### src/source/vga_pkg.sv
`default_nettype none

package vga_pkg;

  // pixel or line position
  typedef logic [11:0] coord_t;

  // 4 bits per channel, red in the top nibble
  typedef struct packed {
    logic [3:0] r;
    logic [3:0] g;
    logic [3:0] b;
  } rgb_t;

  // edge of the active area
  localparam rgb_t color_border = rgb_t'(12'hfff);

  // driven during blanking
  localparam rgb_t color_blank = rgb_t'(12'h000);

  // cursor with left button released
  localparam rgb_t color_cursor_up = rgb_t'(12'hf00);

  // cursor with left button held
  localparam rgb_t color_cursor_down = rgb_t'(12'h0f0);

  // side of the cursor square in pixels
  localparam int cursor_size = 8;

  // fixed blue nibble of the background
  localparam logic [3:0] bg_blue = 4'h8;

endpackage

`default_nettype wire

### src/source/mouse_pkg.sv
`default_nettype none

package mouse_pkg;

  // one byte as received from the mouse
  typedef logic [7:0] ps2_byte_t;

  // bit positions in the first byte of a packet
  localparam int left_bit   = 0;
  localparam int sync_bit   = 3;
  localparam int x_sign_bit = 4;
  localparam int y_sign_bit = 5;
  localparam int x_ovf_bit  = 6;
  localparam int y_ovf_bit  = 7;

  // cursor position and button, 25 bits
  typedef struct packed {
    vga_pkg::coord_t x;
    vga_pkg::coord_t y;
    logic            left;
  } mouse_state_t;

endpackage

`default_nettype wire

### src/source/vga_if.sv
`timescale 1ns/10ps
`default_nettype none

interface vga_if;

  vga_pkg::coord_t hcount;
  vga_pkg::coord_t vcount;
  // syncs are active low, blanks active high
  logic            hsync;
  logic            vsync;
  logic            hblnk;
  logic            vblnk;
  vga_pkg::rgb_t   rgb;

  modport src (
    output hcount, vcount, hsync, vsync, hblnk, vblnk, rgb
  );

  modport snk (
    input hcount, vcount, hsync, vsync, hblnk, vblnk, rgb
  );

endinterface

`default_nettype wire

### src/source/draw_background.sv
`timescale 1ns/10ps
`default_nettype none

module draw_background #(
  parameter int h_active = 1024,
  parameter int v_active = 768
) (
  input  logic pclk,
  input  logic reset,
  vga_if.snk   in_vga,
  vga_if.src   out_vga
);

  localparam vga_pkg::coord_t h_last = vga_pkg::coord_t'(h_active - 1);
  localparam vga_pkg::coord_t v_last = vga_pkg::coord_t'(v_active - 1);

  logic on_border;

  assign on_border = (in_vga.hcount == '0) || (in_vga.hcount == h_last) ||
                     (in_vga.vcount == '0) || (in_vga.vcount == v_last);

  always_ff @(posedge pclk) begin
    if (reset) begin
      out_vga.hcount <= '0;
      out_vga.vcount <= '0;
      out_vga.hsync  <= 1'b1;
      out_vga.vsync  <= 1'b1;
      out_vga.hblnk  <= 1'b0;
      out_vga.vblnk  <= 1'b0;
      out_vga.rgb    <= vga_pkg::color_blank;
    end else begin
      out_vga.hcount <= in_vga.hcount;
      out_vga.vcount <= in_vga.vcount;
      out_vga.hsync  <= in_vga.hsync;
      out_vga.vsync  <= in_vga.vsync;
      out_vga.hblnk  <= in_vga.hblnk;
      out_vga.vblnk  <= in_vga.vblnk;
      if (in_vga.hblnk || in_vga.vblnk) begin
        out_vga.rgb <= vga_pkg::color_blank;
      end else if (on_border) begin
        out_vga.rgb <= vga_pkg::color_border;
      end else begin
        // coordinate gradient, 4 pixels per step
        out_vga.rgb <= '{r: in_vga.hcount[5:2], g: in_vga.vcount[5:2], b: vga_pkg::bg_blue};
      end
    end
  end

endmodule

`default_nettype wire

### src/source/draw_cursor.sv
`timescale 1ns/10ps
`default_nettype none

module draw_cursor (
  input  logic                     pclk,
  input  logic                     reset,
  vga_if.snk                       in_vga,
  input  mouse_pkg::mouse_state_t  mouse_state,
  output logic                     hs,
  output logic                     vs,
  output vga_pkg::rgb_t            rgb
);

  mouse_pkg::mouse_state_t cursor_q;
  logic                    vblnk_prev;
  logic                    in_square;
  logic                    active;
  vga_pkg::rgb_t           cursor_color;

  // position changes only between frames, so no tearing
  always_ff @(posedge pclk) begin
    if (reset) begin
      vblnk_prev <= 1'b0;
      cursor_q   <= '0;
    end else begin
      vblnk_prev <= in_vga.vblnk;
      if (in_vga.vblnk && !vblnk_prev) begin
        cursor_q <= mouse_state;
      end
    end
  end

  assign active    = !in_vga.hblnk && !in_vga.vblnk;
  assign in_square = (in_vga.hcount >= cursor_q.x) &&
                     (in_vga.hcount < cursor_q.x + vga_pkg::cursor_size) &&
                     (in_vga.vcount >= cursor_q.y) &&
                     (in_vga.vcount < cursor_q.y + vga_pkg::cursor_size);

  assign cursor_color = cursor_q.left ? vga_pkg::color_cursor_down : vga_pkg::color_cursor_up;

  always_ff @(posedge pclk) begin
    if (reset) begin
      hs  <= 1'b1;
      vs  <= 1'b1;
      rgb <= vga_pkg::color_blank;
    end else begin
      hs <= in_vga.hsync;
      vs <= in_vga.vsync;
      if (active && in_square) begin
        rgb <= cursor_color;
      end else begin
        rgb <= in_vga.rgb;
      end
    end
  end

endmodule

`default_nettype wire

### src/source/mouse_tracker.sv
`timescale 1ns/10ps
`default_nettype none

module mouse_tracker #(
  parameter int h_active = 1024,
  parameter int v_active = 768
) (
  input  logic                     pclk,
  input  logic                     reset,
  input  mouse_pkg::ps2_byte_t     rx_byte,
  input  logic                     byte_valid,
  input  logic                     frame_error,
  output mouse_pkg::mouse_state_t  mouse_state
);

  logic [1:0]           byte_cnt;
  mouse_pkg::ps2_byte_t status_q;
  mouse_pkg::ps2_byte_t dx_q;
  logic signed [13:0]   dx_ext;
  logic signed [13:0]   dy_ext;
  logic signed [13:0]   x_sum;
  logic signed [13:0]   y_sum;

  function automatic vga_pkg::coord_t clamp_axis(input logic signed [13:0] pos, input int limit);
    if (pos < 0) begin
      return '0;
    end else if (pos > limit - 1) begin
      return vga_pkg::coord_t'(limit - 1);
    end
    return vga_pkg::coord_t'(pos);
  endfunction

  // 9-bit two's complement moves, dy comes with the third byte
  assign dx_ext = {{6{status_q[mouse_pkg::x_sign_bit]}}, dx_q};
  assign dy_ext = {{6{status_q[mouse_pkg::y_sign_bit]}}, rx_byte};
  assign x_sum  = $signed({2'b00, mouse_state.x}) + dx_ext;
  // screen y grows downwards
  assign y_sum  = $signed({2'b00, mouse_state.y}) - dy_ext;

  always_ff @(posedge pclk) begin
    if (reset) begin
      byte_cnt    <= '0;
      mouse_state <= '0;
    end else if (frame_error) begin
      byte_cnt <= '0;
    end else if (byte_valid) begin
      case (byte_cnt)
        2'd0: begin
          // resync on a status byte
          if (rx_byte[mouse_pkg::sync_bit]) begin
            byte_cnt <= 2'd1;
          end
        end
        2'd1: byte_cnt <= 2'd2;
        default: begin
          byte_cnt         <= '0;
          mouse_state.left <= status_q[mouse_pkg::left_bit];
          if (!status_q[mouse_pkg::x_ovf_bit]) begin
            mouse_state.x <= clamp_axis(x_sum, h_active);
          end
          if (!status_q[mouse_pkg::y_ovf_bit]) begin
            mouse_state.y <= clamp_axis(y_sum, v_active);
          end
        end
      endcase
    end
  end

  always_ff @(posedge pclk) begin
    if (byte_valid && byte_cnt == 2'd0) begin
      status_q <= rx_byte;
    end
    if (byte_valid && byte_cnt == 2'd1) begin
      dx_q <= rx_byte;
    end
  end

  position_on_screen: assert property (
    @(posedge pclk) disable iff (reset)
    (mouse_state.x < h_active) && (mouse_state.y < v_active)
  );

endmodule

`default_nettype wire

### src/source/ps2_rx.sv
`timescale 1ns/10ps
`default_nettype none

module ps2_rx #(
  parameter int rx_timeout = 10000
) (
  input  logic                  pclk,
  input  logic                  reset,
  input  logic                  ps2_clk,
  input  logic                  ps2_data,
  output mouse_pkg::ps2_byte_t  rx_byte,
  output logic                  byte_valid,
  output logic                  frame_error
);

  localparam int gap_w = $clog2(rx_timeout + 1);

  typedef enum logic [1:0] {st_idle, st_data, st_parity, st_stop} state_t;

  state_t               state;
  logic [1:0]           clk_sync;
  logic [1:0]           data_sync;
  logic                 clk_prev;
  logic                 clk_fall;
  logic                 data_bit;
  logic [2:0]           bit_cnt;
  logic                 parity_ok;
  logic [gap_w-1:0]     gap_cnt;
  logic                 gap_expired;
  mouse_pkg::ps2_byte_t shift_reg;

  // two-flop synchronizers, idle bus is high
  always_ff @(posedge pclk) begin
    if (reset) begin
      clk_sync  <= 2'b11;
      data_sync <= 2'b11;
      clk_prev  <= 1'b1;
    end else begin
      clk_sync  <= {clk_sync[0], ps2_clk};
      data_sync <= {data_sync[0], ps2_data};
      clk_prev  <= clk_sync[1];
    end
  end

  assign clk_fall    = clk_prev & ~clk_sync[1];
  assign data_bit    = data_sync[1];
  assign gap_expired = (gap_cnt == gap_w'(rx_timeout - 1));

  always_ff @(posedge pclk) begin
    if (reset) begin
      state       <= st_idle;
      bit_cnt     <= '0;
      parity_ok   <= 1'b0;
      gap_cnt     <= '0;
      byte_valid  <= 1'b0;
      frame_error <= 1'b0;
    end else begin
      byte_valid  <= 1'b0;
      frame_error <= 1'b0;
      // time since the last falling edge inside a frame
      if (clk_fall) begin
        gap_cnt <= '0;
      end else if (state != st_idle) begin
        gap_cnt <= gap_cnt + 1'b1;
      end
      if (clk_fall) begin
        case (state)
          st_idle: begin
            if (!data_bit) begin
              state   <= st_data;
              bit_cnt <= '0;
            end else begin
              frame_error <= 1'b1;
            end
          end
          st_data: begin
            bit_cnt <= bit_cnt + 1'b1;
            if (bit_cnt == 3'd7) begin
              state <= st_parity;
            end
          end
          st_parity: begin
            // odd parity over data and parity bit
            parity_ok <= ^{shift_reg, data_bit};
            state     <= st_stop;
          end
          default: begin
            if (data_bit && parity_ok) begin
              byte_valid <= 1'b1;
            end else begin
              frame_error <= 1'b1;
            end
            state <= st_idle;
          end
        endcase
      end else if (state != st_idle && gap_expired) begin
        // stalled frame, drop it silently
        state <= st_idle;
      end
    end
  end

  // data arrives lsb first
  always_ff @(posedge pclk) begin
    if (clk_fall && state == st_data) begin
      shift_reg <= {data_bit, shift_reg[7:1]};
    end
    if (clk_fall && state == st_stop) begin
      rx_byte <= shift_reg;
    end
  end

  one_strobe_at_a_time: assert property (
    @(posedge pclk) disable iff (reset) !(byte_valid && frame_error)
  );

endmodule

`default_nettype wire

### src/source/vga_mouse_top.sv
`timescale 1ns/10ps
`default_nettype none

module vga_mouse_top #(
  parameter int h_active   = 1024,
  parameter int h_front    = 24,
  parameter int h_sync     = 136,
  parameter int h_back     = 160,
  parameter int v_active   = 768,
  parameter int v_front    = 3,
  parameter int v_sync     = 6,
  parameter int v_back     = 29,
  parameter int rx_timeout = 10000
) (
  input  logic       pclk,
  input  logic       reset,
  input  logic       ps2_clk,
  input  logic       ps2_data,
  output logic       hs,
  output logic       vs,
  output logic [3:0] r,
  output logic [3:0] g,
  output logic [3:0] b
);

  mouse_pkg::ps2_byte_t    rx_byte;
  logic                    byte_valid;
  logic                    frame_error;
  mouse_pkg::mouse_state_t mouse_state;
  vga_pkg::rgb_t           rgb;

  // timing to background, background to cursor
  vga_if timing_bus ();
  vga_if bg_bus ();

  vga_timing #(
    .h_active (h_active),
    .h_front  (h_front),
    .h_sync   (h_sync),
    .h_back   (h_back),
    .v_active (v_active),
    .v_front  (v_front),
    .v_sync   (v_sync),
    .v_back   (v_back)
  ) vga_timing_i (
    .pclk  (pclk),
    .reset (reset),
    .vga   (timing_bus.src)
  );

  draw_background #(
    .h_active (h_active),
    .v_active (v_active)
  ) draw_background_i (
    .pclk    (pclk),
    .reset   (reset),
    .in_vga  (timing_bus.snk),
    .out_vga (bg_bus.src)
  );

  ps2_rx #(
    .rx_timeout (rx_timeout)
  ) ps2_rx_i (
    .pclk        (pclk),
    .reset       (reset),
    .ps2_clk     (ps2_clk),
    .ps2_data    (ps2_data),
    .rx_byte     (rx_byte),
    .byte_valid  (byte_valid),
    .frame_error (frame_error)
  );

  mouse_tracker #(
    .h_active (h_active),
    .v_active (v_active)
  ) mouse_tracker_i (
    .pclk        (pclk),
    .reset       (reset),
    .rx_byte     (rx_byte),
    .byte_valid  (byte_valid),
    .frame_error (frame_error),
    .mouse_state (mouse_state)
  );

  draw_cursor draw_cursor_i (
    .pclk        (pclk),
    .reset       (reset),
    .in_vga      (bg_bus.snk),
    .mouse_state (mouse_state),
    .hs          (hs),
    .vs          (vs),
    .rgb         (rgb)
  );

  assign r = rgb.r;
  assign g = rgb.g;
  assign b = rgb.b;

endmodule

`default_nettype wire

### src/source/vga_timing.sv
`timescale 1ns/10ps
`default_nettype none

module vga_timing #(
  parameter int h_active = 1024,
  parameter int h_front  = 24,
  parameter int h_sync   = 136,
  parameter int h_back   = 160,
  parameter int v_active = 768,
  parameter int v_front  = 3,
  parameter int v_sync   = 6,
  parameter int v_back   = 29
) (
  input  logic pclk,
  input  logic reset,
  vga_if.src   vga
);

  localparam vga_pkg::coord_t h_last       = vga_pkg::coord_t'(h_active + h_front + h_sync + h_back - 1);
  localparam vga_pkg::coord_t v_last       = vga_pkg::coord_t'(v_active + v_front + v_sync + v_back - 1);
  localparam vga_pkg::coord_t h_blank_beg  = vga_pkg::coord_t'(h_active);
  localparam vga_pkg::coord_t v_blank_beg  = vga_pkg::coord_t'(v_active);
  localparam vga_pkg::coord_t h_sync_beg   = vga_pkg::coord_t'(h_active + h_front);
  localparam vga_pkg::coord_t h_sync_end   = vga_pkg::coord_t'(h_active + h_front + h_sync);
  localparam vga_pkg::coord_t v_sync_beg   = vga_pkg::coord_t'(v_active + v_front);
  localparam vga_pkg::coord_t v_sync_end   = vga_pkg::coord_t'(v_active + v_front + v_sync);

  vga_pkg::coord_t hcount_nxt;
  vga_pkg::coord_t vcount_nxt;

  // wrap at the end of each line and frame
  always_comb begin
    hcount_nxt = vga.hcount + 1'b1;
    vcount_nxt = vga.vcount;
    if (vga.hcount == h_last) begin
      hcount_nxt = '0;
      if (vga.vcount == v_last) begin
        vcount_nxt = '0;
      end else begin
        vcount_nxt = vga.vcount + 1'b1;
      end
    end
  end

  // syncs and blanks follow the counter value they travel with
  always_ff @(posedge pclk) begin
    if (reset) begin
      vga.hcount <= '0;
      vga.vcount <= '0;
      vga.hsync  <= 1'b1;
      vga.vsync  <= 1'b1;
      vga.hblnk  <= 1'b0;
      vga.vblnk  <= 1'b0;
    end else begin
      vga.hcount <= hcount_nxt;
      vga.vcount <= vcount_nxt;
      vga.hblnk  <= (hcount_nxt >= h_blank_beg);
      vga.vblnk  <= (vcount_nxt >= v_blank_beg);
      vga.hsync  <= !((hcount_nxt >= h_sync_beg) && (hcount_nxt < h_sync_end));
      vga.vsync  <= !((vcount_nxt >= v_sync_beg) && (vcount_nxt < v_sync_end));
    end
  end

  // colour is filled in by the next stage
  assign vga.rgb = vga_pkg::color_blank;

  // horizontal sync pulse lies inside the horizontal blank
  hsync_in_hblank: assert property (
    @(posedge pclk) disable iff (reset) !vga.hsync |-> vga.hblnk
  );

endmodule

`default_nettype wire

### config.mk
export PLATFORM = sky130hd
export DESIGN_NAME = vga_mouse_top
export DESIGN_NICKNAME = d
export VERILOG_FILES = /design/src/source/vga_pkg.sv /design/src/source/mouse_pkg.sv /design/src/source/vga_if.sv /design/src/source/draw_background.sv /design/src/source/draw_cursor.sv /design/src/source/mouse_tracker.sv /design/src/source/ps2_rx.sv /design/src/source/vga_mouse_top.sv /design/src/source/vga_timing.sv
export SDC_FILE = /design/constraint.sdc
export NUM_CORES = 1
export LEC_CHECK = 0
export BUFFER_PORTS_ARGS = -buffer_cell sky130_fd_sc_hd__buf_2
export CAP_MARGIN = 10
export CORE_ASPECT_RATIO = 0.75
export CORE_UTILIZATION = 30
export CTS_BUF_LIST = sky130_fd_sc_hd__clkbuf_8
export CTS_CLUSTER_SIZE = 8
export DETAILED_ROUTE_END_ITERATION = 12
export PLACE_DENSITY = 0.46
export REMOVE_ABC_BUFFERS = 1
export SYNTH_ARGS = -nofsm -noshare
export SYNTH_HDL_FRONTEND = slang
export SYNTH_SLANG_ARGS = --single-unit
### constraint.sdc
create_clock -name pclk -period 2.9 [get_ports pclk]
set_input_delay 0.145 -clock pclk [delete_from_list [all_inputs] [get_ports pclk]]
set_output_delay 0.145 -clock pclk [all_outputs]
set_load 0.02 [all_outputs]
==> reports/metrics.json <==
{
  "detailedRoute.firstPassIterationCount": {"value": 4},
  "globalRouteOverflowTotal": {"value": 0},
  "slew-limit-headroom": {"value": 32.11, "unit": "%"},
  "place.detailed.hpwl": {"value": 15630, "unit": "µm"},
  "final_net_count": {"value": 1205},
  "num_vias": {"value": 7273},
  "tritoncts": {"value": "done"},
  "reg2regPathDepth": {"value": 13},
  "n_antenna_cell": {"value": 0},
  "num_rows": {"value": 56},
  "maxCapViolations": {"value": 0},
  "crit_path_end_kind": {"value": "register"},
  "starting_density_of_the_core": {"value": 30.54, "unit": "%"},
  "htreeDepth": {"value": 4},
  "report.final.setup_viol": {"value": 0},
  "number_of_instances_in_the_synthesized_netlist": {"value": 1055},
  "grt_setup_unrepaired": {"value": "yes"},
  "synth_seq_cells": {"value": 187},
  "ys_seq_area_share": {"value": 42.17, "unit": "%"},
  "timing.final.crit_share": {"value": 98.37, "unit": "%"},
  "first_global_vias": {"value": 7130},
  "groute.usage.overall": {"value": 13.89, "unit": "%"},
  "timing_worst_setup_path_type": {"value": "reg2reg"},
  "detailedRoute.firstIterationViolations": {"value": 375},
  "min_to": {"value": "draw_background_i.out_vga.hcount[5]$_SDFF_PP0_"},
  "postLayoutCoreUtil": {"value": 35.91, "unit": "%"},
  "worst-endpoint-required": {"value": 3.27, "unit": "ns"},
  "floorplan.die.width": {"value": 208.2, "unit": "µm"},
  "run_status": {"value": "finished clean"},
  "synth_top_flop_cell": {"value": "sky130_fd_sc_hd__dfxtp_1"},
  "io_pins": {"value": 18},
  "worst_slew_pin_slew": {"value": 1.018, "unit": "ns"},
  "hold_ws": {"value": 0.1544, "unit": "ns"},
  "critPathMaxFanout": {"value": 5},
  "antenna_found_initial": {"value": 0},
  "pwr_density_cell": {"value": 406.3, "unit": "nW/µm²"},
  "yosys.cell_count.top_type": {"value": "sky130_fd_sc_hd__dfxtp_1"},
  "drc": {"value": 0},
  "worst_ir_drop_vdd": {"value": 0.2235, "unit": "mV"},
  "areaGrowthSynthToFinish": {"value": 17.59, "unit": "%"},
  "finalHoldViolCount": {"value": 0},
  "final_cells": {"value": 1535},
  "routed_wirelength": {"value": 21440, "unit": "µm"},
  "place_inst": {"value": 1489},
  "clk-insertion-delay-late": {"value": 0.47, "unit": "ns"},
  "n_fill_cell": {"value": 3186},
  "numCtsBuffers": {"value": 17},
  "async_reset_ff_share": {"value": 0, "unit": "%"},
  "synth-edff-count": {"value": 29},
  "vias_per_cell": {"value": 4.738},
  "die_area": {"value": 32610, "unit": "µm²"},
  "drv_slew": {"value": 0},
  "min_period": {"value": 2.853, "unit": "ns"},
  "timing.hold.worst_path_depth": {"value": 2},
  "post_route_cells_drive_above_1_share": {"value": 17.80, "unit": "%"},
  "critical_path.startpoint_type": {"value": "register"},
  "core_region_area": {"value": 31320, "unit": "µm²"},
  "clock_tree.buffer_depth": {"value": 2},
  "post_synth_most_frequent_cells": {"value": "158 x sky130_fd_sc_hd__dfxtp_1, 108 x sky130_fd_sc_hd__nor2_1, 95 x sky130_fd_sc_hd__nand2_1"},
  "routed_wire_length_per_instance": {"value": 13.97, "unit": "µm"},
  "worstReg2RegEnd": {"value": "mouse_tracker_i.mouse_state[9]$_SDFFE_PP0P_"},
  "netlist.top_cell.by_area": {"value": "sky130_fd_sc_hd__dfxtp_1"},
  "total_leakage_power": {"value": 4.363, "unit": "nW"},
  "yosys_warnings": {"value": 0},
  "mappedNetlistArea": {"value": 9565, "unit": "µm²"},
  "synth_largest_type_area_fraction": {"value": 33.07, "unit": "%"},
  "layout_top_registers": {"value": "draw_cursor_i.cursor_q x25, mouse_tracker_i.mouse_state x25, ps2_rx_i.gap_cnt x14"},
  "worst_clock_skew": {"value": 0.01555, "unit": "ns"},
  "grt_pass1_wl": {"value": 36430, "unit": "µm"},
  "timing.hold.worst.start": {"value": "reset"},
  "die_height": {"value": 156.6, "unit": "µm"},
  "post_synth_main_area_contributors": {"value": "sky130_fd_sc_hd__dfxtp_1 33%, sky130_fd_sc_hd__ha_1 11%, sky130_fd_sc_hd__edfxtp_1 9.1%"},
  "synthesis.area_per_instance": {"value": 9.067, "unit": "µm²"},
  "largest_net_degree_at_the_start_of_global_routing": {"value": 52},
  "arrival": {"value": 3.22, "unit": "ns"},
  "regToRegSetupSlack": {"value": 0.05, "unit": "ns"},
  "path_clk_slew": {"value": 0.11, "unit": "ns"},
  "worstHoldPathType": {"value": "in2reg"},
  "max_clock_freq": {"value": 350.6, "unit": "MHz"},
  "synth_cell_type_count": {"value": 77},
  "routabilityCongestion": {"value": 0.7602},
  "antenna_violating_nets_post_route": {"value": 0},
  "cts_sinks": {"value": 187},
  "rr_startpoint": {"value": "ps2_rx_i.rx_byte[0]$_DFFE_PP_"},
  "io_buffers": {"value": 17},
  "cts_root_buffer": {"value": "sky130_fd_sc_hd__clkbuf_8"}
}
-- metal layers --
layer | global-route usage (%) | wire (µm) | vias up | share of wire [%]
met1 | 21.22 | 12360 | 3433 | 58
met4 | 3.598 | 190 | 0 | 0.89
met5 | 0 | 0 | - | 0
met2 | 19.56 | 8458 | 49 | 39
met3 | 2.589 | 431 | 11 | 2.0
li1 | - | - | 3780 | -
-- cell type report --
| class | instances | area [µm²] | area share (%) |
|---|---|---|---|
| timing repair buffer | 89 | 670.6 | 5.962 |
| multi-input combinational | 756 | 5399 | 48.00 |
| sequential | 187 | 4041 | 35.93 |
| clock buffer | 17 | 234.0 | 2.080 |
| clock inverter | 15 | 151.4 | 1.346 |
| tap | 406 | 508.0 | 4.516 |
| inverter | 65 | 244.0 | 2.169 |
-- timing repair --
item | in CTS | in global routing
pin swaps | 8 | 14
setup endpoints to repair | 21 | 31
gates cloned | 0 | 1
endpoints found under the hold margin | 2 | 0
setup buffers | 2 | 9
hold buffers | 2 | 0
resized for setup | 12 | 55
-- worst max path at each step --
stage	start	endpoint	slack, ns	cells after the start
5_1_grt	mouse_tracker_i.status_q[5]$_DFFE_PP_	mouse_tracker_i.mouse_state[8]$_SDFFE_PP0P_	-0.10	11
3_5_place_dp	draw_cursor_i.cursor_q[4]$_SDFFE_PP0P_	draw_cursor_i.rgb[10]$_SDFF_PP0_	-0.10	12
6_report	ps2_rx_i.rx_byte[0]$_DFFE_PP_	mouse_tracker_i.mouse_state[9]$_SDFFE_PP0P_	0.05	13
4_1_cts	draw_cursor_i.cursor_q[5]$_SDFFE_PP0P_	draw_cursor_i.rgb[10]$_SDFF_PP0_	-0.02	12
2_1_floorplan	draw_cursor_i.cursor_q[4]$_SDFFE_PP0P_	draw_cursor_i.rgb[10]$_SDFF_PP0_	-0.04	12
3_3_place_gp	draw_cursor_i.cursor_q[4]$_SDFFE_PP0P_	draw_cursor_i.rgb[10]$_SDFF_PP0_	-0.13	12
-- kinds of logic after synthesis --
| group | Yosys count | share of synthesized area (%) |
|---|---|---|
| fa+ha+maj | 85 | 11.28 |
| mux | 11 | 1.216 |
| flops | 187 | 42.17 |
| compound gates | 215 | 14.85 |
| simple gates | 374 | 19.48 |
| xor+xnor | 71 | 6.501 |
| buf+inv | 112 | 4.513 |
-- stage by stage --
stage | setup TNS (ns) | worst slack, ns | area (µm²) | power [mW]
final | 0 | 0.04741 | 11250 | 4.571
after global placement | -0.8189 | -0.1269 | 10420 | 2.869
after detailed placement | -0.6252 | -0.1012 | 10420 | 2.869
after CTS | -0.06758 | -0.02326 | 10900 | 4.652
after floorplan | -0.06524 | -0.04399 | 9378 | 2.801
after global routing | -1.044 | -0.1007 | 11250 | 4.760
-- placed cells by master, fill, tap and decap left out, types with 7 or more instances in the layout --
master | netlist | layout
sky130_fd_sc_hd__dfxtp_1 | 158 | 152
sky130_fd_sc_hd__nor2_1 | 108 | 108
sky130_fd_sc_hd__nand2_1 | 95 | 94
sky130_fd_sc_hd__ha_1 | 83 | 77
sky130_fd_sc_hd__buf_4 | 2 | 67
sky130_fd_sc_hd__a21oi_1 | 72 | 66
sky130_fd_sc_hd__inv_1 | 63 | 60
sky130_fd_sc_hd__xnor2_1 | 47 | 46
sky130_fd_sc_hd__nor2b_1 | 37 | 36
sky130_fd_sc_hd__o21ai_0 | 30 | 29
sky130_fd_sc_hd__edfxtp_1 | 29 | 29
sky130_fd_sc_hd__xor2_1 | 24 | 24
sky130_fd_sc_hd__nand3_1 | 23 | 21
sky130_fd_sc_hd__a21o_1 | 21 | 21
sky130_fd_sc_hd__clkbuf_8 | 0 | 17
sky130_fd_sc_hd__nor3_1 | 18 | 16
sky130_fd_sc_hd__buf_2 | 3 | 16
sky130_fd_sc_hd__a211oi_1 | 20 | 15
sky130_fd_sc_hd__nand2b_1 | 14 | 14
sky130_fd_sc_hd__or2_2 | 14 | 14
sky130_fd_sc_hd__nand4_1 | 13 | 13
sky130_fd_sc_hd__o21a_1 | 11 | 10
sky130_fd_sc_hd__nor4_1 | 11 | 9
sky130_fd_sc_hd__o21ai_1 | 8 | 8
sky130_fd_sc_hd__and3_1 | 7 | 7
-- power breakdown --
part,switching (mW),internal [mW]
registers,0.0117,2.65
logic,0.0945,0.0593
clock network,1.05,0.712
-- worst max-delay path, stage by stage, from the launching register on --
cell	delay, ns
sky130_fd_sc_hd__edfxtp_1	0.39
sky130_fd_sc_hd__ha_2	0.20
sky130_fd_sc_hd__inv_2	0.04
sky130_fd_sc_hd__fa_2	0.33
sky130_fd_sc_hd__a211o_1	0.30
sky130_fd_sc_hd__a21o_1	0.21
sky130_fd_sc_hd__buf_4	0.15
sky130_fd_sc_hd__o211ai_4	0.11
sky130_fd_sc_hd__nand2_1	0.10
sky130_fd_sc_hd__or3_1	0.33
sky130_fd_sc_hd__o21ai_2	0.09
sky130_fd_sc_hd__a221oi_4	0.12
sky130_fd_sc_hd__buf_12	0.16
sky130_fd_sc_hd__a32o_1	0.23
No activity file was read; power rests on OpenSTA's default activity.
